## src/dbg_pkg.sv

```systemverilog
`default_nettype none

package dbg_pkg;

    // Dump sequencer states
    typedef enum logic [2:0] {
        dump_idle,
        dump_pc,
        dump_regs,
        dump_mem,
        dump_latch,
        dump_wait,
        dump_done
    } dump_state_t;

    // Program loader states
    typedef enum logic {
        load_active,
        load_done
    } load_state_t;

    // Pipeline stage codes, upper bits of the latch select
    typedef enum logic [2:0] {
        stage_fetch   = 3'd0,
        stage_decode  = 3'd1,
        stage_execute = 3'd2,
        stage_memory  = 3'd3,
        stage_wb      = 3'd4
    } stage_t;

    // Latch fields per stage, fixed by the processor
    localparam logic [3:0] n_fetch_fields   = 4'd2;
    localparam logic [3:0] n_decode_fields  = 4'd6;
    localparam logic [3:0] n_execute_fields = 4'd6;
    localparam logic [3:0] n_memory_fields  = 4'd4;
    localparam logic [3:0] n_wb_fields      = 4'd2;

    localparam int n_latch_fields = int'(n_fetch_fields) + int'(n_decode_fields)
                                  + int'(n_execute_fields) + int'(n_memory_fields)
                                  + int'(n_wb_fields);

    localparam int word_width = 32;

    // The all-zero word is the halt instruction
    localparam logic [word_width-1:0] halt_word = '0;

endpackage

`default_nettype wire

```

## src/debug_top.sv

```systemverilog
`timescale 1ns/1ps
`default_nettype none

module debug_top import dbg_pkg::*; #(
    parameter int clks_per_bit     = 868,
    parameter int num_regs         = 32,
    parameter int num_mem_words    = 20,
    parameter int instr_addr_width = 10
) (
    input  wire                         clk,
    input  wire                         rst,
    input  wire                         rx,
    input  wire  [word_width-1:0]       pc,
    input  wire  [word_width-1:0]       reg_data,
    input  wire  [word_width-1:0]       mem_data,
    input  wire  [word_width-1:0]       latch_data,
    output logic                        tx,
    output logic [word_width-1:0]       debug_addr,
    output logic [6:0]                  latch_sel,
    output logic                        debug_active,
    output logic                        stall_pc,
    output logic                        instr_we,
    output logic [instr_addr_width-1:0] instr_addr,
    output logic [word_width-1:0]       instr_data
);

    // Word-level link between sequencer and UART
    logic [word_width-1:0] rx_word;
    logic                  rx_word_valid;
    logic [word_width-1:0] tx_word;
    logic                  tx_word_start;
    logic                  tx_word_done;

    uart_word_link #(
        .clks_per_bit (clks_per_bit)
    ) i_link (
        .clk           (clk),
        .rst           (rst),
        .rx            (rx),
        .tx            (tx),
        .rx_word       (rx_word),
        .rx_word_valid (rx_word_valid),
        .tx_word       (tx_word),
        .tx_word_start (tx_word_start),
        .tx_word_done  (tx_word_done)
    );

    debug_unit #(
        .num_regs         (num_regs),
        .num_mem_words    (num_mem_words),
        .instr_addr_width (instr_addr_width)
    ) i_debug_unit (
        .clk           (clk),
        .rst           (rst),
        .rx_word       (rx_word),
        .rx_word_valid (rx_word_valid),
        .tx_word_done  (tx_word_done),
        .pc            (pc),
        .reg_data      (reg_data),
        .mem_data      (mem_data),
        .latch_data    (latch_data),
        .tx_word       (tx_word),
        .tx_word_start (tx_word_start),
        .debug_addr    (debug_addr),
        .latch_sel     (latch_sel),
        .debug_active  (debug_active),
        .stall_pc      (stall_pc),
        .instr_we      (instr_we),
        .instr_addr    (instr_addr),
        .instr_data    (instr_data)
    );

endmodule

`default_nettype wire

```

## src/debug_unit.sv

```systemverilog
`timescale 1ns/1ps
`default_nettype none

module debug_unit import dbg_pkg::*; #(
    parameter int num_regs         = 32,
    parameter int num_mem_words    = 20,
    parameter int instr_addr_width = 10
) (
    input  wire                         clk,
    input  wire                         rst,
    input  wire  [word_width-1:0]       rx_word,
    input  wire                         rx_word_valid,
    input  wire                         tx_word_done,
    input  wire  [word_width-1:0]       pc,
    input  wire  [word_width-1:0]       reg_data,
    input  wire  [word_width-1:0]       mem_data,
    input  wire  [word_width-1:0]       latch_data,
    output logic [word_width-1:0]       tx_word,
    output logic                        tx_word_start,
    output logic [word_width-1:0]       debug_addr,
    output logic [6:0]                  latch_sel,
    output logic                        debug_active,
    output logic                        stall_pc,
    output logic                        instr_we,
    output logic [instr_addr_width-1:0] instr_addr,
    output logic [word_width-1:0]       instr_data
);

    load_state_t                 load_state;
    logic [instr_addr_width-1:0] load_addr;

    dump_state_t dump_state;
    dump_state_t next_state;
    stage_t      stage;
    logic [3:0]  field;
    logic [4:0]  latch_cnt;

    function automatic logic [3:0] stage_fields(input stage_t s);
        case (s)
            stage_fetch:   return n_fetch_fields;
            stage_decode:  return n_decode_fields;
            stage_execute: return n_execute_fields;
            stage_memory:  return n_memory_fields;
            default:       return n_wb_fields;
        endcase
    endfunction

    //////////////////////////////
    // Program loader
    //////////////////////////////
    assign instr_addr = load_addr;

    always_ff @(posedge clk or posedge rst)
    begin
        if (rst)
        begin
            load_state <= load_active;
            load_addr  <= '0;
            instr_we   <= 1'b0;
        end
        else
        begin
            instr_we <= 1'b0;
            // Advance once the current word has been written
            if (instr_we)
                load_addr <= load_addr + 1'b1;
            if (load_state == load_active && rx_word_valid)
            begin
                instr_we <= 1'b1;
                if (rx_word == halt_word || load_addr == {instr_addr_width{1'b1}})
                    load_state <= load_done;
            end
        end
    end

    always_ff @(posedge clk)
    begin
        if (load_state == load_active && rx_word_valid)
            instr_data <= rx_word;
    end

    //////////////////////////////
    // Dump sequencer
    //////////////////////////////
    assign latch_sel     = {stage, field};
    assign tx_word_start = dump_state inside {dump_pc, dump_regs, dump_mem, dump_latch};

    always_comb
    begin
        case (dump_state)
            dump_pc:   tx_word = pc;
            dump_regs: tx_word = reg_data;
            dump_mem:  tx_word = mem_data;
            default:   tx_word = latch_data;
        endcase
    end

    always_ff @(posedge clk or posedge rst)
    begin
        if (rst)
        begin
            dump_state   <= dump_idle;
            next_state   <= dump_idle;
            debug_addr   <= '0;
            stage        <= stage_fetch;
            field        <= '0;
            latch_cnt    <= '0;
            debug_active <= 1'b0;
            stall_pc     <= 1'b1;
        end
        else
        begin
            case (dump_state)
                dump_idle:
                begin
                    // Requests only count once the program is in
                    if (load_state == load_done && rx_word_valid)
                    begin
                        debug_active <= 1'b1;
                        stall_pc     <= 1'b1;
                        debug_addr   <= '0;
                        stage        <= stage_fetch;
                        field        <= '0;
                        latch_cnt    <= '0;
                        dump_state   <= dump_pc;
                    end
                end
                dump_pc:
                begin
                    next_state <= dump_regs;
                    dump_state <= dump_wait;
                end
                dump_regs:
                begin
                    dump_state <= dump_wait;
                    if (debug_addr == word_width'(num_regs - 1))
                    begin
                        debug_addr <= '0;
                        next_state <= dump_mem;
                    end
                    else
                    begin
                        debug_addr <= debug_addr + 1'b1;
                        next_state <= dump_regs;
                    end
                end
                dump_mem:
                begin
                    dump_state <= dump_wait;
                    if (debug_addr == word_width'(num_mem_words - 1))
                    begin
                        debug_addr <= '0;
                        next_state <= dump_latch;
                    end
                    else
                    begin
                        debug_addr <= debug_addr + 1'b1;
                        next_state <= dump_mem;
                    end
                end
                dump_latch:
                begin
                    dump_state <= dump_wait;
                    next_state <= dump_latch;
                    latch_cnt  <= latch_cnt + 5'd1;
                    if (field == stage_fields(stage) - 4'd1)
                    begin
                        field <= '0;
                        stage <= stage_t'(stage + 3'd1);
                    end
                    else
                        field <= field + 4'd1;
                    // Last field of write-back
                    if (latch_cnt == 5'(n_latch_fields - 1))
                    begin
                        stage      <= stage_fetch;
                        next_state <= dump_done;
                    end
                end
                dump_wait:
                begin
                    if (tx_word_done)
                    begin
                        dump_state <= next_state;
                        if (next_state == dump_done)
                        begin
                            debug_active <= 1'b0;
                            stall_pc     <= 1'b0;
                        end
                    end
                end
                default:
                begin
                    latch_cnt  <= '0;
                    dump_state <= dump_idle;
                end
            endcase
        end
    end

    assert property (@(posedge clk) disable iff (rst)
        !(dump_state == dump_regs && debug_addr >= word_width'(num_regs)) &&
        !(dump_state == dump_mem && debug_addr >= word_width'(num_mem_words)))
        else $error("debug_unit: debug_addr beyond section limit");

    // Each word goes out only after the previous one has completed
    assert property (@(posedge clk) disable iff (rst)
        tx_word_start |=> !tx_word_start until_with tx_word_done)
        else $error("debug_unit: word issued before previous tx_word_done");

endmodule

`default_nettype wire

```

## src/uart_rx.sv

```systemverilog
`timescale 1ns/1ps
`default_nettype none

module uart_rx #(
    parameter int clks_per_bit = 868
) (
    input  wire        clk,
    input  wire        rst,
    input  wire        rx,
    output logic [7:0] rx_byte,
    output logic       rx_byte_valid
);

    localparam int cnt_w = $clog2(clks_per_bit + 1);
    localparam logic [cnt_w-1:0] baud_last = cnt_w'(clks_per_bit - 1);
    localparam logic [cnt_w-1:0] half_last = cnt_w'(clks_per_bit / 2 - 1);

    typedef enum logic [1:0] {
        rx_idle,
        rx_start,
        rx_data,
        rx_stop
    } rx_state_t;

    rx_state_t        state;
    logic             rx_meta;
    logic             rx_sync;
    logic [cnt_w-1:0] baud_cnt;
    logic [2:0]       bit_cnt;

    // Two-flop synchronizer, line idles high
    always_ff @(posedge clk or posedge rst)
    begin
        if (rst)
        begin
            rx_meta <= 1'b1;
            rx_sync <= 1'b1;
        end
        else
        begin
            rx_meta <= rx;
            rx_sync <= rx_meta;
        end
    end

    //////////////////////////////
    // Frame FSM
    //////////////////////////////
    always_ff @(posedge clk or posedge rst)
    begin
        if (rst)
        begin
            state         <= rx_idle;
            baud_cnt      <= '0;
            bit_cnt       <= '0;
            rx_byte_valid <= 1'b0;
        end
        else
        begin
            rx_byte_valid <= 1'b0;
            case (state)
                rx_idle:
                begin
                    baud_cnt <= '0;
                    if (!rx_sync)
                        state <= rx_start;
                end
                rx_start:
                begin
                    // Recheck the start bit at its middle
                    if (baud_cnt == half_last)
                    begin
                        baud_cnt <= '0;
                        bit_cnt  <= '0;
                        state    <= rx_sync ? rx_idle : rx_data;
                    end
                    else
                        baud_cnt <= baud_cnt + 1'b1;
                end
                rx_data:
                begin
                    if (baud_cnt == baud_last)
                    begin
                        baud_cnt <= '0;
                        bit_cnt  <= bit_cnt + 3'd1;
                        if (bit_cnt == 3'd7)
                            state <= rx_stop;
                    end
                    else
                        baud_cnt <= baud_cnt + 1'b1;
                end
                default:
                begin
                    if (baud_cnt == baud_last)
                    begin
                        rx_byte_valid <= rx_sync;
                        state         <= rx_idle;
                    end
                    else
                        baud_cnt <= baud_cnt + 1'b1;
                end
            endcase
        end
    end

    // Data bits arrive LSB first
    always_ff @(posedge clk)
    begin
        if (state == rx_data && baud_cnt == baud_last)
            rx_byte <= {rx_sync, rx_byte[7:1]};
    end

    assert property (@(posedge clk) disable iff (rst) rx_byte_valid |=> !rx_byte_valid)
        else $error("uart_rx: byte strobe longer than one cycle");

endmodule

`default_nettype wire

```

## src/uart_tx.sv

```systemverilog
`timescale 1ns/1ps
`default_nettype none

module uart_tx #(
    parameter int clks_per_bit = 868
) (
    input  wire        clk,
    input  wire        rst,
    input  wire        byte_start,
    input  wire  [7:0] tx_byte,
    output logic       tx,
    output logic       tx_busy,
    output logic       byte_done
);

    localparam int cnt_w = $clog2(clks_per_bit + 1);
    localparam logic [cnt_w-1:0] baud_last = cnt_w'(clks_per_bit - 1);

    logic [cnt_w-1:0] baud_cnt;
    logic [3:0]       bit_cnt;
    // Stop bit above the data bits
    logic [8:0]       shreg;

    always_ff @(posedge clk or posedge rst)
    begin
        if (rst)
        begin
            tx        <= 1'b1;
            tx_busy   <= 1'b0;
            byte_done <= 1'b0;
            baud_cnt  <= '0;
            bit_cnt   <= '0;
        end
        else
        begin
            byte_done <= 1'b0;
            if (!tx_busy)
            begin
                if (byte_start)
                begin
                    // Start bit
                    tx       <= 1'b0;
                    tx_busy  <= 1'b1;
                    baud_cnt <= '0;
                    bit_cnt  <= '0;
                end
            end
            else if (baud_cnt == baud_last)
            begin
                baud_cnt <= '0;
                if (bit_cnt == 4'd9)
                begin
                    tx_busy   <= 1'b0;
                    byte_done <= 1'b1;
                end
                else
                begin
                    tx      <= shreg[0];
                    bit_cnt <= bit_cnt + 4'd1;
                end
            end
            else
                baud_cnt <= baud_cnt + 1'b1;
        end
    end

    always_ff @(posedge clk)
    begin
        if (byte_start && !tx_busy)
            shreg <= {1'b1, tx_byte};
        else if (tx_busy && baud_cnt == baud_last)
            shreg <= {1'b1, shreg[8:1]};
    end

    assert property (@(posedge clk) disable iff (rst) byte_start |-> !tx_busy)
        else $error("uart_tx: byte_start while a byte is in flight");

endmodule

`default_nettype wire

```

## src/uart_word_link.sv

```systemverilog
`timescale 1ns/1ps
`default_nettype none

module uart_word_link import dbg_pkg::*; #(
    parameter int clks_per_bit = 868
) (
    input  wire                   clk,
    input  wire                   rst,
    input  wire                   rx,
    output logic                  tx,
    output logic [word_width-1:0] rx_word,
    output logic                  rx_word_valid,
    input  wire  [word_width-1:0] tx_word,
    input  wire                   tx_word_start,
    output logic                  tx_word_done
);

    logic [7:0]            rx_byte;
    logic                  rx_byte_valid;
    logic [1:0]            rx_cnt;

    logic [7:0]            tx_byte;
    logic                  byte_start;
    logic                  byte_done;
    logic                  tx_busy;
    logic                  tx_active;
    logic [1:0]            tx_idx;
    logic [word_width-1:0] tx_shift;

    uart_rx #(
        .clks_per_bit (clks_per_bit)
    ) i_uart_rx (
        .clk           (clk),
        .rst           (rst),
        .rx            (rx),
        .rx_byte       (rx_byte),
        .rx_byte_valid (rx_byte_valid)
    );

    uart_tx #(
        .clks_per_bit (clks_per_bit)
    ) i_uart_tx (
        .clk        (clk),
        .rst        (rst),
        .byte_start (byte_start),
        .tx_byte    (tx_byte),
        .tx         (tx),
        .tx_busy    (tx_busy),
        .byte_done  (byte_done)
    );

    //////////////////////////////
    // Receive, MSB byte first
    //////////////////////////////
    always_ff @(posedge clk or posedge rst)
    begin
        if (rst)
        begin
            rx_cnt        <= '0;
            rx_word_valid <= 1'b0;
        end
        else
        begin
            rx_word_valid <= rx_byte_valid && rx_cnt == 2'd3;
            if (rx_byte_valid)
                rx_cnt <= rx_cnt + 2'd1;
        end
    end

    always_ff @(posedge clk)
    begin
        if (rx_byte_valid)
            rx_word <= {rx_word[word_width-9:0], rx_byte};
    end

    //////////////////////////////
    // Transmit, MSB byte first
    //////////////////////////////
    assign tx_byte = tx_shift[word_width-1 -: 8];

    always_ff @(posedge clk or posedge rst)
    begin
        if (rst)
        begin
            tx_active    <= 1'b0;
            tx_idx       <= '0;
            byte_start   <= 1'b0;
            tx_word_done <= 1'b0;
        end
        else
        begin
            byte_start   <= 1'b0;
            tx_word_done <= 1'b0;
            if (tx_word_start)
            begin
                tx_active  <= 1'b1;
                tx_idx     <= '0;
                byte_start <= 1'b1;
            end
            else if (tx_active && byte_done)
            begin
                if (tx_idx == 2'd3)
                begin
                    tx_active    <= 1'b0;
                    tx_word_done <= 1'b1;
                end
                else
                begin
                    tx_idx     <= tx_idx + 2'd1;
                    byte_start <= 1'b1;
                end
            end
        end
    end

    always_ff @(posedge clk)
    begin
        if (tx_word_start)
            tx_shift <= tx_word;
        else if (tx_active && byte_done)
            tx_shift <= {tx_shift[word_width-9:0], 8'h00};
    end

    // A new word only once the previous one has fully left
    assert property (@(posedge clk) disable iff (rst) tx_word_start |-> !tx_active && !tx_busy)
        else $error("uart_word_link: tx_word_start in the middle of a word");

endmodule

`default_nettype wire
```

## config.mk

```make
export PLATFORM = sky130hd
export DESIGN_NAME = debug_top
export DESIGN_NICKNAME = d
export VERILOG_FILES = /design/src/dbg_pkg.sv /design/src/debug_top.sv /design/src/debug_unit.sv /design/src/uart_rx.sv /design/src/uart_tx.sv /design/src/uart_word_link.sv
export SDC_FILE = /design/constraint.sdc
export NUM_CORES = 1
export LEC_CHECK = 0
export ABC_CLOCK_PERIOD_IN_PS = 4100
export BUFFER_PORTS_ARGS = -buffer_cell sky130_fd_sc_hd__buf_2
export CAP_MARGIN = 20
export CORE_MARGIN = 8
export CORE_UTILIZATION = 45
export CTS_CLUSTER_DIAMETER = 60
export DETAILED_ROUTE_END_ITERATION = 12
export PLACE_DENSITY_LB_ADDON = 0.3
export SYNTH_ARGS = -nofsm -noshare
export SYNTH_HDL_FRONTEND = slang
export SYNTH_SLANG_ARGS = --single-unit
```

## constraint.sdc

```tcl
create_clock -name clk -period 4.1 [get_ports clk]
set_clock_uncertainty 0.05 [all_clocks]
set_input_delay 0.82 -clock clk [delete_from_list [all_inputs] [get_ports clk]]
set_output_delay 0.82 -clock clk [all_outputs]
set_load 0.02 [all_outputs]
```

==> flow_results.xml, run 1 <==
<?xml version="1.0" encoding="UTF-8"?>
<metrics>
  <group name="worst_setup_path">
    <metric name="crit-reg2reg-launch" unit="">i_debug_unit.dump_state[1]</metric>
    <metric name="reg2reg_setup_slack" unit="ns">1.15</metric>
    <metric name="endpoint_kind" unit="">flip-flop</metric>
    <metric name="r2r_cells" unit="">6</metric>
    <metric name="setup.worst_path.start_class" unit="">flip-flop</metric>
    <metric name="r2r-end" unit="">i_debug_unit.debug_addr[16]</metric>
    <metric name="worst_endpoint_required_time" unit="ns">4.47</metric>
    <metric name="path_class" unit="">flip-flop to flip-flop</metric>
    <metric name="critPathMaxFanout" unit="">28</metric>
    <metric name="worstPathArrival" unit="ns">3.32</metric>
  </group>
  <group name="global_routing">
    <metric name="global_route.overflow_total" unit="">0</metric>
    <metric name="largest_net_degree_at_the_start_of_global_routing" unit="">71</metric>
    <metric name="via_count_of_the_first_global_routing_pass" unit="">7805</metric>
    <metric name="globalRouteTotalUtil" unit="%">17.87</metric>
    <metric name="grt_first_pass_wirelength" unit="um">41420</metric>
    <metric name="number_of_antenna_violations_at_the_first_check_in_global_routing" unit="">2</metric>
  </group>
  <group name="worst_hold_path">
    <metric name="holdCritStartpoint" unit="">i_link.i_uart_rx.rx_meta</metric>
    <metric name="worstHoldPathType" unit="">flip-flop to flip-flop</metric>
    <metric name="holdPathStages" unit="">0</metric>
    <metric name="holdPathEnd" unit="">i_link.i_uart_rx.rx_sync</metric>
  </group>
  <group name="pwr">
    <metric name="pwr_density_cell" unit="nW/um2">356.1</metric>
    <metric name="total_leakage_power" unit="nW">5.316</metric>
    <metric name="worst_ir_drop_vdd" unit="V">0.0002353</metric>
  </group>
  <group name="sta">
    <metric name="min_period_over_period" unit="%">71.97</metric>
    <metric name="max_slew.worst_pin.slew" unit="ns">1.057</metric>
    <metric name="max_freq" unit="MHz">338.9</metric>
    <metric name="sum_neg_setup_slack" unit="ns">0</metric>
    <metric name="finalSetupViolCount" unit="">0</metric>
    <metric name="finalHoldViolCount" unit="">0</metric>
    <metric name="timing.slew.headroom" unit="%">29.50</metric>
    <metric name="grt_setup_unrepaired" unit="">no</metric>
    <metric name="whs" unit="ns">0.3179</metric>
    <metric name="final.setup.worst_slack" unit="ns">1.149</metric>
    <metric name="period_needed" unit="ns">2.951</metric>
    <metric name="timing_max_transition_violations_final" unit="">0</metric>
  </group>
  <group name="final_layout">
    <metric name="finish.cell_count_without_fillers" unit="">1375</metric>
    <metric name="drive_above_1_share" unit="%">29.11</metric>
    <metric name="num-fill-cells" unit="">1945</metric>
    <metric name="net_count_reported_at_finish" unit="">1219</metric>
    <metric name="multi_input_comb_area" unit="um2">4011</metric>
    <metric name="area.sequential" unit="um2">6050</metric>
    <metric name="synthToLayoutAreaGrowth" unit="%">20.63</metric>
    <metric name="stdcell_area" unit="um2">12460</metric>
  </group>
  <group name="routing">
    <metric name="drtPass1Iterations" unit="">5</metric>
    <metric name="vias" unit="">7800</metric>
    <metric name="post_drt_via_cell_ratio" unit="">5.673</metric>
    <metric name="drc" unit="">0</metric>
    <metric name="detail-route-antenna-nets" unit="">0</metric>
    <metric name="first_iter_violations" unit="">570</metric>
    <metric name="wl_per_cell" unit="um">18.62</metric>
    <metric name="detail_route.wirelength" unit="um">25600</metric>
  </group>
  <group name="placement">
    <metric name="portBuffers" unit="">215</metric>
    <metric name="gp_congestion" unit="">0.8555</metric>
    <metric name="dp.final_hpwl" unit="um">18470</metric>
    <metric name="post-place-cells" unit="">1330</metric>
    <metric name="post-place-ws" unit="ns">1.136</metric>
    <metric name="post_dp_cell_area" unit="um2">11710</metric>
  </group>
  <group name="flow_run">
    <metric name="cap_violations" unit="">0</metric>
  </group>
  <group name="clock_network">
    <metric name="clkTransAtPathRegs" unit="ns">0.06</metric>
    <metric name="clk-insertion-delay-late" unit="ns">0.50</metric>
    <metric name="clock_sink_count" unit="">219</metric>
    <metric name="cts_post_setup_buffers_inserted" unit="">0</metric>
    <metric name="cts_made_buffers" unit="">24</metric>
    <metric name="cts_htree_levels" unit="">1</metric>
    <metric name="postCtsResizedCells" unit="">0</metric>
    <metric name="clock_tree_root_driver_cell" unit="">sky130_fd_sc_hd__clkbuf_16</metric>
    <metric name="tritoncts" unit="">done</metric>
    <metric name="clk_path_buf_depth" unit="">3</metric>
    <metric name="hold_fix_buffers_at_cts" unit="">0</metric>
  </group>
  <group name="yosys">
    <metric name="synth-seq-cells" unit="">219</metric>
    <metric name="syn_inst" unit="">860</metric>
    <metric name="postSynth.topFlopCell" unit="">sky130_fd_sc_hd__edfxtp_1</metric>
    <metric name="synth.lib_cells_used.distinct" unit="">61</metric>
    <metric name="async_reset_ff_share" unit="%">48.86</metric>
    <metric name="synth-seq-area-share" unit="%">58.53</metric>
    <metric name="synthesis.area" unit="um2">10330</metric>
    <metric name="syn_nets" unit="">1008</metric>
    <metric name="synth_edf_count" unit="">112</metric>
    <metric name="ys_warn_count" unit="">0</metric>
    <metric name="syn_area_per_cell" unit="um2">12.01</metric>
  </group>
  <group name="floorplanning">
    <metric name="initial_utilization" unit="%">45.76</metric>
    <metric name="dieWidth" unit="um">167.5</metric>
    <metric name="placeableCoreArea" unit="um2">22570</metric>
    <metric name="fp.dieArea" unit="um2">28060</metric>
    <metric name="top_level_ports" unit="">216</metric>
    <metric name="dieHeight" unit="um">167.5</metric>
    <metric name="placementRows" unit="">55</metric>
  </group>
  <group name="outcome">
    <metric name="run_status" unit="">completed</metric>
  </group>
</metrics>
==> critical path, cell delays in order, from the launching register on <==
cell and delay, ns:
sky130_fd_sc_hd__dfrtp_2 0.55, sky130_fd_sc_hd__buf_4 0.42, sky130_fd_sc_hd__inv_1 0.18, sky130_fd_sc_hd__nor2_2 0.47, sky130_fd_sc_hd__o31a_1 0.84, sky130_fd_sc_hd__a21oi_1 0.12, sky130_fd_sc_hd__o21ai_0 0.21
==> cell usage after synthesis, drive strengths merged (16+ instances only) <==
library cell,n,area [um2]
mux4,23,518.0
dfrtp,103,2577
a21oi,43,215.2
nand4,21,131.4
inv,34,127.6
mux2i,36,360.4
nor3,16,80.08
nor4,22,158.9
clkbuf,24,90.09
edfxtp,112,3363
o21ai,54,270.3
nand3,35,175.2
xnor2,17,148.9
buf,17,72.57
nor2,61,231.5
nand2,57,214.0
ha,17,212.7
==> layout make-up <==
cell class,instances,area share (%)
timing repair buffer,226,9.299
antenna,1,0.02008
tap,285,2.862
inverter,34,1.044
clock inverter,11,0.4419
clock buffer,33,5.583
multi-input combinational,566,32.20
sequential,219,48.55
==> how the worst max path moves through the flow <==
stage / slack (ns) / from / cells after the start / to
2_1_floorplan: 0.42 / rst / 1 / i_debug_unit.debug_active
3_3_place_gp: 1.27 / i_debug_unit.dump_state[1] / 6 / i_debug_unit.debug_addr[19]
3_5_place_dp: 1.14 / i_debug_unit.dump_state[1] / 6 / i_debug_unit.debug_addr[16]
4_1_cts: 1.12 / i_debug_unit.dump_state[1] / 6 / i_debug_unit.debug_addr[16]
5_1_grt: 0.91 / i_debug_unit.dump_state[1] / 6 / i_debug_unit.debug_addr[9]
6_report: 1.15 / i_debug_unit.dump_state[1] / 6 / i_debug_unit.debug_addr[16]
==> per-stage QoR <==
stage,utilization [%],power (W)
2_1_floorplan,-,0.002371
3_3_place_gp,51.86,0.002441
3_5_place_dp,51.86,0.002442
4_1_cts,55.19,0.004485
5_1_grt,55.20,0.004588
6_report,55.20,0.004436
==> report_power, final <==
group          internal [W]  switching (W)
registers           0.00230    0.000000596
clock network       0.00119       0.000853
logic             0.0000541      0.0000452
==> layout by cell type (no fill, tap or decap), types with 5 or more instances in the layout <==
cell type                   Yosys  layout
sky130_fd_sc_hd__a21o_1         6       6
sky130_fd_sc_hd__a21oi_1       43      43
sky130_fd_sc_hd__a22o_1         5       5
sky130_fd_sc_hd__a22oi_1       13      13
sky130_fd_sc_hd__a31oi_1       11      11
sky130_fd_sc_hd__and2_1         5       5
sky130_fd_sc_hd__and3_1        10      10
sky130_fd_sc_hd__buf_2          7     215
sky130_fd_sc_hd__buf_4          0      11
sky130_fd_sc_hd__clkbuf_16      0      25
sky130_fd_sc_hd__clkinv_2       0       7
sky130_fd_sc_hd__dfrtp_1      103     100
sky130_fd_sc_hd__edfxtp_1     112     112
sky130_fd_sc_hd__ha_1          17      17
sky130_fd_sc_hd__inv_1         34      33
sky130_fd_sc_hd__mux2_2        12      12
sky130_fd_sc_hd__mux2i_1       36      36
sky130_fd_sc_hd__mux4_2        23      23
sky130_fd_sc_hd__nand2_1       57      57
sky130_fd_sc_hd__nand2b_1       9       9
sky130_fd_sc_hd__nand3_1       35      35
sky130_fd_sc_hd__nand4_1       21      21
sky130_fd_sc_hd__nor2_1        60      59
sky130_fd_sc_hd__nor2b_1        6       5
sky130_fd_sc_hd__nor3_1        16      16
sky130_fd_sc_hd__nor4_1        20      20
sky130_fd_sc_hd__o21ai_0       53      53
sky130_fd_sc_hd__o22ai_1       15      15
sky130_fd_sc_hd__o31ai_1        5       5
sky130_fd_sc_hd__or3_1         14      14
sky130_fd_sc_hd__xnor2_1       17      17
sky130_fd_sc_hd__xor2_1         9       9
==> state kept, by name, summed over array words and instances, names as in the netlist, 2 cells and up <==
name and cells:
i_link.tx_idx 2, i_link.rx_cnt 2, i_link.i_uart_rx.bit_cnt 3, i_link.rx_word 32
i_debug_unit.dump_state 3, i_debug_unit.instr_addr 10, i_link.i_uart_tx.shreg 8, i_link.i_uart_rx.baud_cnt 10
i_debug_unit.latch_cnt 5, i_link.i_uart_tx.bit_cnt 4, i_debug_unit.debug_addr 32, i_debug_unit.field 4
i_link.i_uart_tx.baud_cnt 10, i_link.i_uart_rx.rx_byte 8, i_debug_unit.stage 3, i_link.i_uart_rx.state 2
i_debug_unit.instr_data 32, i_debug_unit.next_state 3, i_link.tx_shift 32
==> logic make-up after synthesis <==
group,after synthesis,synth area share [%]
and+or+nand+nor,278,14.11
DFF,219,58.53
AOI/OAI and AO/OA,173,10.36
buffers and inverters,75,2.810
muxes,72,9.921
xor gates and xnor gates,26,2.205
adders and majority gates,17,2.059
==> per-layer routing <==
layer | track usage, % | part of all wire [%] | vias up
li1 | - | - | 3673
met1 | 23.77 | 43 | 3829
met2 | 28.79 | 49 | 254
met3 | 4.209 | 6.5 | 44
met4 | 5.163 | 2.1 | 0
met5 | 0 | 0 | -
Note: power is estimated with default switching activity, not from simulation.
==> run 2, diff against run 1 <==
Settings changed: ABC_AREA set to 1, ABC_CLOCK_PERIOD_IN_PS 4100 to 2400.
Clock period 4.1 ns to 2.4 ns, I/O delays scaled along.
==> run 2 against run 1 <==
Die area grew 3.1%. Global-route usage is essentially flat. Hold slack lost 0.30 ns. Highest routed layer unchanged. Cell count grew 28%. Clock power grew 71%. Area after synthesis grew 3.5%. Critical path type unchanged.
==> flow_results.xml, run 2 <==
<?xml version="1.0" encoding="UTF-8"?>
<metrics>
  <group name="worst_setup_path">
    <metric name="timing.critical_path.cells" unit="">nor2_4 &gt; inv_4 &gt; nand2_4 &gt; nand2_4 &gt; inv_4 &gt; buf_4 &gt; o21ai_0</metric>
    <metric name="cpPeakStageDelay" unit="ns">0.45</metric>
    <metric name="worst_endpoint_required_time" unit="ns">2.61</metric>
    <metric name="worst_path_dominant_cell_family" unit="">simple AND/OR/NAND/NOR gates</metric>
    <metric name="highest_delay_cell_along_the_critical_path" unit="">sky130_fd_sc_hd__dfrtp_1</metric>
    <metric name="path_class" unit="">flip-flop to flip-flop</metric>
    <metric name="r2r-end" unit="">i_link.tx_shift[15]</metric>
    <metric name="crit-reg2reg-launch" unit="">i_debug_unit.dump_state[0]</metric>
    <metric name="worstPathArrival" unit="ns">2.16</metric>
    <metric name="r2r_cells" unit="">7</metric>
    <metric name="endpoint_kind" unit="">flip-flop</metric>
    <metric name="critPathMaxFanout" unit="">28</metric>
    <metric name="setup.worst_path.start_class" unit="">flip-flop</metric>
    <metric name="critical_path.n_buffers_inverters" unit="">3</metric>
    <metric name="reg2reg_setup_slack" unit="ns">0.45</metric>
  </group>
  <group name="sta">
    <metric name="sum_neg_setup_slack" unit="ns">0</metric>
    <metric name="timing.slew.headroom" unit="%">66.40</metric>
    <metric name="finalSetupViolCount" unit="">0</metric>
    <metric name="whs" unit="ns">0.01585</metric>
    <metric name="grt_setup_unrepaired" unit="">no</metric>
    <metric name="min_period_over_period" unit="%">81.37</metric>
    <metric name="period_needed" unit="ns">1.953</metric>
    <metric name="max_freq" unit="MHz">512.1</metric>
    <metric name="finalHoldViolCount" unit="">0</metric>
    <metric name="max_slew.worst_pin.slew" unit="ns">0.5034</metric>
    <metric name="timing_max_transition_violations_final" unit="">0</metric>
  </group>
  <group name="floorplanning">
    <metric name="initial_utilization" unit="%">45.67</metric>
    <metric name="dieWidth" unit="um">170.1</metric>
    <metric name="placementRows" unit="">56</metric>
    <metric name="placeableCoreArea" unit="um2">23400</metric>
    <metric name="fp.dieArea" unit="um2">28940</metric>
    <metric name="top_level_ports" unit="">216</metric>
    <metric name="dieHeight" unit="um">170.1</metric>
  </group>
  <group name="clock_network">
    <metric name="clkTransAtPathRegs" unit="ns">0.06</metric>
    <metric name="clock_tree_root_driver_cell" unit="">sky130_fd_sc_hd__clkbuf_16</metric>
    <metric name="clk-insertion-delay-late" unit="ns">0.52</metric>
    <metric name="clk_path_buf_depth" unit="">3</metric>
    <metric name="tritoncts" unit="">done</metric>
    <metric name="postCtsResizedCells" unit="">0</metric>
    <metric name="cts_htree_levels" unit="">1</metric>
    <metric name="clock_sink_count" unit="">219</metric>
    <metric name="cts_post_setup_buffers_inserted" unit="">0</metric>
    <metric name="cts_made_buffers" unit="">24</metric>
  </group>
  <group name="yosys">
    <metric name="async_reset_ff_share" unit="%">48.86</metric>
    <metric name="synth_compound_area_share" unit="%">8.546</metric>
    <metric name="synthesis.area" unit="um2">10690</metric>
    <metric name="synth.lib_cells_used.distinct" unit="">43</metric>
    <metric name="postSynth.topFlopCell" unit="">sky130_fd_sc_hd__edfxtp_1</metric>
    <metric name="synth-xor-area-share" unit="%">2.295</metric>
    <metric name="synth_adder_area_share" unit="%">1.990</metric>
    <metric name="syn_area_per_cell" unit="um2">8.989</metric>
    <metric name="yosys-mux-area-fraction" unit="%">0.1054</metric>
    <metric name="synth_simple_gate_area_share" unit="%">25.12</metric>
    <metric name="most_frequent_cell_after_synthesis" unit="">sky130_fd_sc_hd__nand2_1</metric>
    <metric name="syn_nets" unit="">1337</metric>
    <metric name="post-synth-top-area-cell" unit="">sky130_fd_sc_hd__edfxtp_1</metric>
    <metric name="syn_inst" unit="">1189</metric>
    <metric name="dominant_combinational_cell_family_by_area_after_synthesis" unit="">simple AND/OR/NAND/NOR gates</metric>
    <metric name="synth-seq-area-share" unit="%">56.57</metric>
    <metric name="yosys-top-cells-area" unit="">sky130_fd_sc_hd__edfxtp_1 (31%), sky130_fd_sc_hd__dfrtp_1 (24%), sky130_fd_sc_hd__nand2_1 (13%), sky130_fd_sc_hd__nor2_1 (4.6%), sky130_fd_sc_hd__nand3_1 (3.6%)</metric>
    <metric name="synth_top_cells_by_count" unit="">sky130_fd_sc_hd__nand2_1 (380), sky130_fd_sc_hd__nor2_1 (130), sky130_fd_sc_hd__edfxtp_1 (112)</metric>
    <metric name="ys_warn_count" unit="">0</metric>
    <metric name="synth_edf_count" unit="">112</metric>
    <metric name="share_of_the_synthesized_area_in_the_top_cell_type" unit="%">31.47</metric>
    <metric name="synth-seq-cells" unit="">219</metric>
  </group>
  <group name="placement">
    <metric name="portBuffers" unit="">215</metric>
    <metric name="post-place-cells" unit="">1712</metric>
    <metric name="dp.final_hpwl" unit="um">19970</metric>
    <metric name="gp_congestion" unit="">0.9124</metric>
  </group>
  <group name="global_routing">
    <metric name="largest_net_degree_at_the_start_of_global_routing" unit="">42</metric>
    <metric name="via_count_of_the_first_global_routing_pass" unit="">8557</metric>
    <metric name="grt_first_pass_wirelength" unit="um">42480</metric>
    <metric name="globalRouteTotalUtil" unit="%">17.87</metric>
    <metric name="number_of_antenna_violations_at_the_first_check_in_global_routing" unit="">0</metric>
    <metric name="global_route.overflow_total" unit="">0</metric>
  </group>
  <group name="final_layout">
    <metric name="mostFrequentLayoutCell" unit="">sky130_fd_sc_hd__nand2_1</metric>
    <metric name="drive_above_1_share" unit="%">20.86</metric>
    <metric name="layout_common_cells" unit="">sky130_fd_sc_hd__nand2_1 (380), sky130_fd_sc_hd__buf_2 (215), sky130_fd_sc_hd__nor2_1 (129), sky130_fd_sc_hd__edfxtp_1 (112), sky130_fd_sc_hd__dfrtp_1 (103)</metric>
    <metric name="num_antenna_cells" unit="">0</metric>
    <metric name="synthToLayoutAreaGrowth" unit="%">20.86</metric>
    <metric name="finish.cell_count_without_fillers" unit="">1757</metric>
    <metric name="net_count_reported_at_finish" unit="">1568</metric>
  </group>
  <group name="routing">
    <metric name="vias" unit="">8975</metric>
    <metric name="detail-route-antenna-nets" unit="">0</metric>
    <metric name="detail_route.wirelength" unit="um">26790</metric>
    <metric name="drtPass1Iterations" unit="">6</metric>
    <metric name="wl_per_cell" unit="um">15.24</metric>
    <metric name="drc" unit="">0</metric>
    <metric name="first_iter_violations" unit="">684</metric>
    <metric name="post_drt_via_cell_ratio" unit="">5.108</metric>
  </group>
  <group name="pwr">
    <metric name="pwr_density_cell" unit="nW/um2">586.5</metric>
    <metric name="worst_ir_drop_vdd" unit="V">0.0004446</metric>
    <metric name="total_leakage_power" unit="nW">5.687</metric>
  </group>
  <group name="worst_hold_path">
    <metric name="holdCritStartpoint" unit="">rx</metric>
    <metric name="holdPathEnd" unit="">i_link.i_uart_rx.rx_meta</metric>
    <metric name="worstHoldPathType" unit="">input port to flip-flop</metric>
    <metric name="holdPathStages" unit="">1</metric>
  </group>
  <group name="outcome">
    <metric name="run_status" unit="">completed</metric>
  </group>
  <group name="flow_run">
    <metric name="cap_violations" unit="">0</metric>
  </group>
</metrics>
==> run 2: cell types whose count changed in the layout (fill, tap and decap cells not counted), sizes merged, moves of 22 or more <==
cell / previous run / this run
nand2: 57 / 385
nor2: 61 / 137
inv: 35 / 101
nand3: 35 / 78
mux2i: 36 / 0
o211ai: 3 / 29
mux4: 23 / 0
nor4: 22 / 0
==> run 2: final cells by class <==
type                       count  area [um2]
tap                          319       399.1
timing repair buffer         234        1259
clock buffer                  32       630.6
multi-input combinational    841        4080
clock inverter                12       116.4
inverter                     100       386.6
sequential                   219        6046
fill                        2115       10490
==> run 2: repair_timing <==
item	in CTS	in global routing
endpoints found under the hold margin	12	0
hold buffers	1	0
setup endpoints to repair	0	0
==> run 2: stage by stage <==
stage | setup WS, ns | total power (W) | utilization (%) | area (um2)
finish | 0.4471 | 0.007576 | 55.20 | 12920
global route | 0.2951 | 0.007837 | 55.20 | 12920
CTS | 0.4509 | 0.007665 | 55.20 | 12920
detailed placement | 0.4556 | 0.004170 | 51.96 | 12160
global placement | 0.5199 | 0.004169 | 51.96 | 12160
floorplan | 0.1263 | 0.004038 | - | 10690
==> run 2: how the worst max path moves through the flow <==
| stage | from | to | depth (start not counted) |
|---|---|---|---|
| floorplan | i_link.rx_word_valid | i_debug_unit.instr_data[0] | 2 |
| global placement | i_debug_unit.dump_state[2] | i_link.tx_shift[5] | 6 |
| detailed placement | i_debug_unit.dump_state[0] | i_link.tx_shift[15] | 7 |
| CTS | i_debug_unit.dump_state[0] | i_link.tx_shift[15] | 7 |
| global route | i_debug_unit.debug_addr[0] | i_debug_unit.debug_addr[16] | 8 |
| finish | i_debug_unit.dump_state[0] | i_link.tx_shift[15] | 7 |
==> run 2: cells by family (layout without fill, tap and decap cells) <==
kind of cell | Yosys count | after routing
AND/OR/NAND/NOR | 643 | 643
flip-flops | 219 | 219
buffers and inverters | 129 | 378
adder cells (fa/ha/maj) | 17 | 17
AO/OA/AOI/OAI | 152 | 152
multiplexers | 1 | 1
XOR/XNOR | 28 | 28
==> run 2: per-layer routing <==
metal	global-route usage (%)	wire, um
met2	29.09	12990
met4	5.492	686
met5	0	0
met3	3.614	1689
met1	23.73	11420
==> run 2: where the power goes <==
group	switching, W	leakage [nW]	internal [W]	total, W
Sequential	0.00000102	2.40	0.00393	0.00393
Combinational	0.0000795	2.93	0.0000877	0.000167
Clock	0.00150	0.357	0.00199	0.00348
==> run 3, diff against run 2 <==
Settings changed: ABC_CLOCK_PERIOD_IN_PS 2400 to 1600.
Clock period 2.4 ns to 1.6 ns, I/O delays scaled along.
==> run 3 against run 2 <==
Clock power is 85% higher. Non-clock buffer count is 94 higher. Via count is 6.8% higher. First-iteration DRC count is 16% higher. Critical path type unchanged.
==> flow_results.xml, run 3 (synthesized netlist as in run 2, its figures left out) <==
<?xml version="1.0" encoding="UTF-8"?>
<metrics>
  <group name="outcome">
    <metric name="run_status" unit="">completed</metric>
  </group>
  <group name="placement">
    <metric name="portBuffers" unit="">215</metric>
    <metric name="post-place-ws" unit="ns">-0.05778</metric>
    <metric name="post-place-cells" unit="">1776</metric>
    <metric name="gp_congestion" unit="">0.9115</metric>
    <metric name="dp.final_hpwl" unit="um">21080</metric>
    <metric name="post_dp_cell_area" unit="um2">12790</metric>
  </group>
  <group name="floorplanning">
    <metric name="fp.dieArea" unit="um2">28940</metric>
    <metric name="initial_utilization" unit="%">45.67</metric>
    <metric name="placeableCoreArea" unit="um2">23400</metric>
    <metric name="dieHeight" unit="um">170.1</metric>
    <metric name="dieWidth" unit="um">170.1</metric>
    <metric name="placementRows" unit="">56</metric>
    <metric name="top_level_ports" unit="">216</metric>
  </group>
  <group name="clock_network">
    <metric name="clkTransAtPathRegs" unit="ns">0.06</metric>
    <metric name="clk_path_buf_depth" unit="">3</metric>
    <metric name="cts_made_buffers" unit="">25</metric>
    <metric name="clock_tree_root_driver_cell" unit="">sky130_fd_sc_hd__clkbuf_16</metric>
    <metric name="cts_htree_levels" unit="">1</metric>
    <metric name="clk-insertion-delay-late" unit="ns">0.51</metric>
    <metric name="clock_sink_count" unit="">219</metric>
    <metric name="tritoncts" unit="">done</metric>
  </group>
  <group name="worst_setup_path">
    <metric name="worstPathArrival" unit="ns">1.73</metric>
    <metric name="cp_common_cell" unit="">sky130_fd_sc_hd__inv_2</metric>
    <metric name="timing.critical_path.cells" unit="">ha_2 &gt; inv_2 &gt; nor3_2 &gt; nand3_1 &gt; nand2_2 &gt; inv_2 &gt; nor2_4</metric>
    <metric name="highest_delay_cell_along_the_critical_path" unit="">sky130_fd_sc_hd__dfrtp_1</metric>
    <metric name="worst_path_dominant_cell_family" unit="">simple AND/OR/NAND/NOR gates</metric>
    <metric name="setup.worst_path.start_class" unit="">flip-flop</metric>
    <metric name="endpoint_kind" unit="">flip-flop</metric>
    <metric name="critPathMaxFanout" unit="">8</metric>
    <metric name="start_point_of_the_critical_path" unit="">i_link.i_uart_tx.baud_cnt[0]</metric>
    <metric name="critical_path.n_buffers_inverters" unit="">2</metric>
    <metric name="path_class" unit="">flip-flop to flip-flop</metric>
    <metric name="cpPeakStageDelay" unit="ns">0.35</metric>
    <metric name="worst_endpoint_required_time" unit="ns">1.74</metric>
    <metric name="crit-reg2reg-launch" unit="">i_link.i_uart_tx.baud_cnt[0]</metric>
  </group>
  <group name="global_routing">
    <metric name="globalRouteTotalUtil" unit="%">18.79</metric>
    <metric name="via_count_of_the_first_global_routing_pass" unit="">9194</metric>
    <metric name="number_of_antenna_violations_at_the_first_check_in_global_routing" unit="">0</metric>
    <metric name="global_route.overflow_total" unit="">0</metric>
    <metric name="largest_net_degree_at_the_start_of_global_routing" unit="">39</metric>
    <metric name="grt_first_pass_wirelength" unit="um">44680</metric>
  </group>
  <group name="pwr">
    <metric name="pwr_density_cell" unit="nW/um2">867.0</metric>
    <metric name="power.clock.fraction" unit="%">51.1</metric>
    <metric name="total_leakage_power" unit="nW">6.348</metric>
    <metric name="p_seq_share" unit="%">46.8</metric>
    <metric name="intPower" unit="W">0.01022</metric>
    <metric name="total_switching_power" unit="W">0.002377</metric>
    <metric name="pwr-share-comb" unit="%">2.1</metric>
    <metric name="worst_ir_drop_vdd" unit="V">0.0007060</metric>
    <metric name="sw_frac_of_total" unit="%">18.88</metric>
  </group>
  <group name="worst_hold_path">
    <metric name="worstHoldPathType" unit="">input port to flip-flop</metric>
    <metric name="holdCritStartpoint" unit="">latch_data[3]</metric>
  </group>
  <group name="final_layout">
    <metric name="num_antenna_cells" unit="">0</metric>
    <metric name="net_count_reported_at_finish" unit="">1664</metric>
    <metric name="drive_above_1_share" unit="%">32.94</metric>
    <metric name="mostFrequentLayoutCell" unit="">sky130_fd_sc_hd__nand2_1</metric>
    <metric name="finish.cell_count_without_fillers" unit="">1852</metric>
    <metric name="layout_common_cells" unit="">sky130_fd_sc_hd__nand2_1 (363), sky130_fd_sc_hd__buf_2 (194), sky130_fd_sc_hd__edfxtp_1 (112), sky130_fd_sc_hd__nor2_1 (104), sky130_fd_sc_hd__buf_4 (89)</metric>
    <metric name="stdcell_area" unit="um2">14530</metric>
    <metric name="num-fill-cells" unit="">1958</metric>
    <metric name="synthToLayoutAreaGrowth" unit="%">35.91</metric>
  </group>
  <group name="routing">
    <metric name="drc" unit="">0</metric>
    <metric name="post_drt_via_cell_ratio" unit="">5.177</metric>
    <metric name="vias" unit="">9588</metric>
    <metric name="wl_per_cell" unit="um">16.04</metric>
    <metric name="detail-route-antenna-nets" unit="">0</metric>
    <metric name="detail_route.wirelength" unit="um">29710</metric>
    <metric name="first_iter_violations" unit="">796</metric>
    <metric name="drtPass1Iterations" unit="">5</metric>
  </group>
  <group name="sta">
    <metric name="finalHoldViolCount" unit="">0</metric>
    <metric name="timing.slew.headroom" unit="%">72.50</metric>
    <metric name="period_needed" unit="ns">1.594</metric>
    <metric name="max_freq" unit="MHz">627.3</metric>
    <metric name="whs" unit="ns">0.06473</metric>
    <metric name="min_period_over_period" unit="%">99.63</metric>
    <metric name="final.setup.worst_slack" unit="ns">0.005923</metric>
    <metric name="timing_max_transition_violations_final" unit="">0</metric>
    <metric name="finalSetupViolCount" unit="">0</metric>
    <metric name="grt_setup_unrepaired" unit="">yes</metric>
    <metric name="max_slew.worst_pin.slew" unit="ns">0.4116</metric>
  </group>
  <group name="flow_run">
    <metric name="cap_violations" unit="">0</metric>
  </group>
</metrics>
## run 3: stage by stage
stage                     utilization (%)  setup TNS, ns  power (W)
after CTS                           59.34       -0.03342    0.01270
after floorplan                         -         -7.002   0.006057
after global placement              54.64      -0.007138   0.006258
final                               62.07              0    0.01259
after global routing                62.07         -2.037    0.01297
after detailed placement            54.64        -0.4521   0.006258
## run 3: path summary, 6_finish.rpt
kind	endpoint	slack, ns	cells past startpoint
worst min-delay path	i_link.tx_shift[3]	0.06	3
min in group asynchronous	i_link.rx_word_valid	0.33	3
worst max register to register	i_link.i_uart_tx.shreg[6]	0.006	7
worst max-delay path	i_link.i_uart_tx.shreg[6]	0.006	7
max in group asynchronous	i_link.i_uart_tx.tx	0.62	4
worst min register to register	i_link.i_uart_rx.rx_sync	0.31	0
## run 3: worst register-to-register path, cell delays in order, from the launching register on
cell and delay, ns:
sky130_fd_sc_hd__dfrtp_1 0.35, sky130_fd_sc_hd__ha_2 0.19, sky130_fd_sc_hd__inv_2 0.04, sky130_fd_sc_hd__nor3_2 0.10
sky130_fd_sc_hd__nand3_1 0.15, sky130_fd_sc_hd__nand2_2 0.11, sky130_fd_sc_hd__inv_2 0.06, sky130_fd_sc_hd__nor2_4 0.23
## run 3: power by group through the flow
stage,sequential [W],clock (W),combinational (W)
after floorplan,0.00600,0,0.0000551
after global placement,0.00600,0,0.000256
after detailed placement,0.00600,0,0.000256
after CTS,0.00589,0.00655,0.000261
after global routing,0.00589,0.00679,0.000293
final,0.00589,0.00644,0.000265
## run 3: final cells by class
class                   count  area [um2]  share of cell area [%]
well taps                 319       399.1                   2.748
inverters                 100       394.1                   2.713
flip-flops and latches    219        6072                   41.80
repair buffers            328        2298                   15.82
multi-input cells         842        4428                   30.48
clock buffers              28       646.9                   4.453
clock inverters            16       286.5                   1.973
## run 3: what timing repair did
action / CTS / global route
resized for setup: 36 / 136
buffers inserted: 9 / 21
gates cloned: 0 / 4
pin swaps: 2 / 17
hold endpoints to repair: 13 / 0
setup endpoints to repair: 50 / 146
hold buffers: 2 / 0
## run 3: routing by layer
metal | track usage, % | vias up | part of all wire [%]
met5 | 0 | - | 0
met4 | 4.920 | 0 | 2.1
met3 | 3.475 | 49 | 6.2
met2 | 32.11 | 315 | 51
met1 | 24.20 | 4593 | 41
li1 | - | 4631 | -
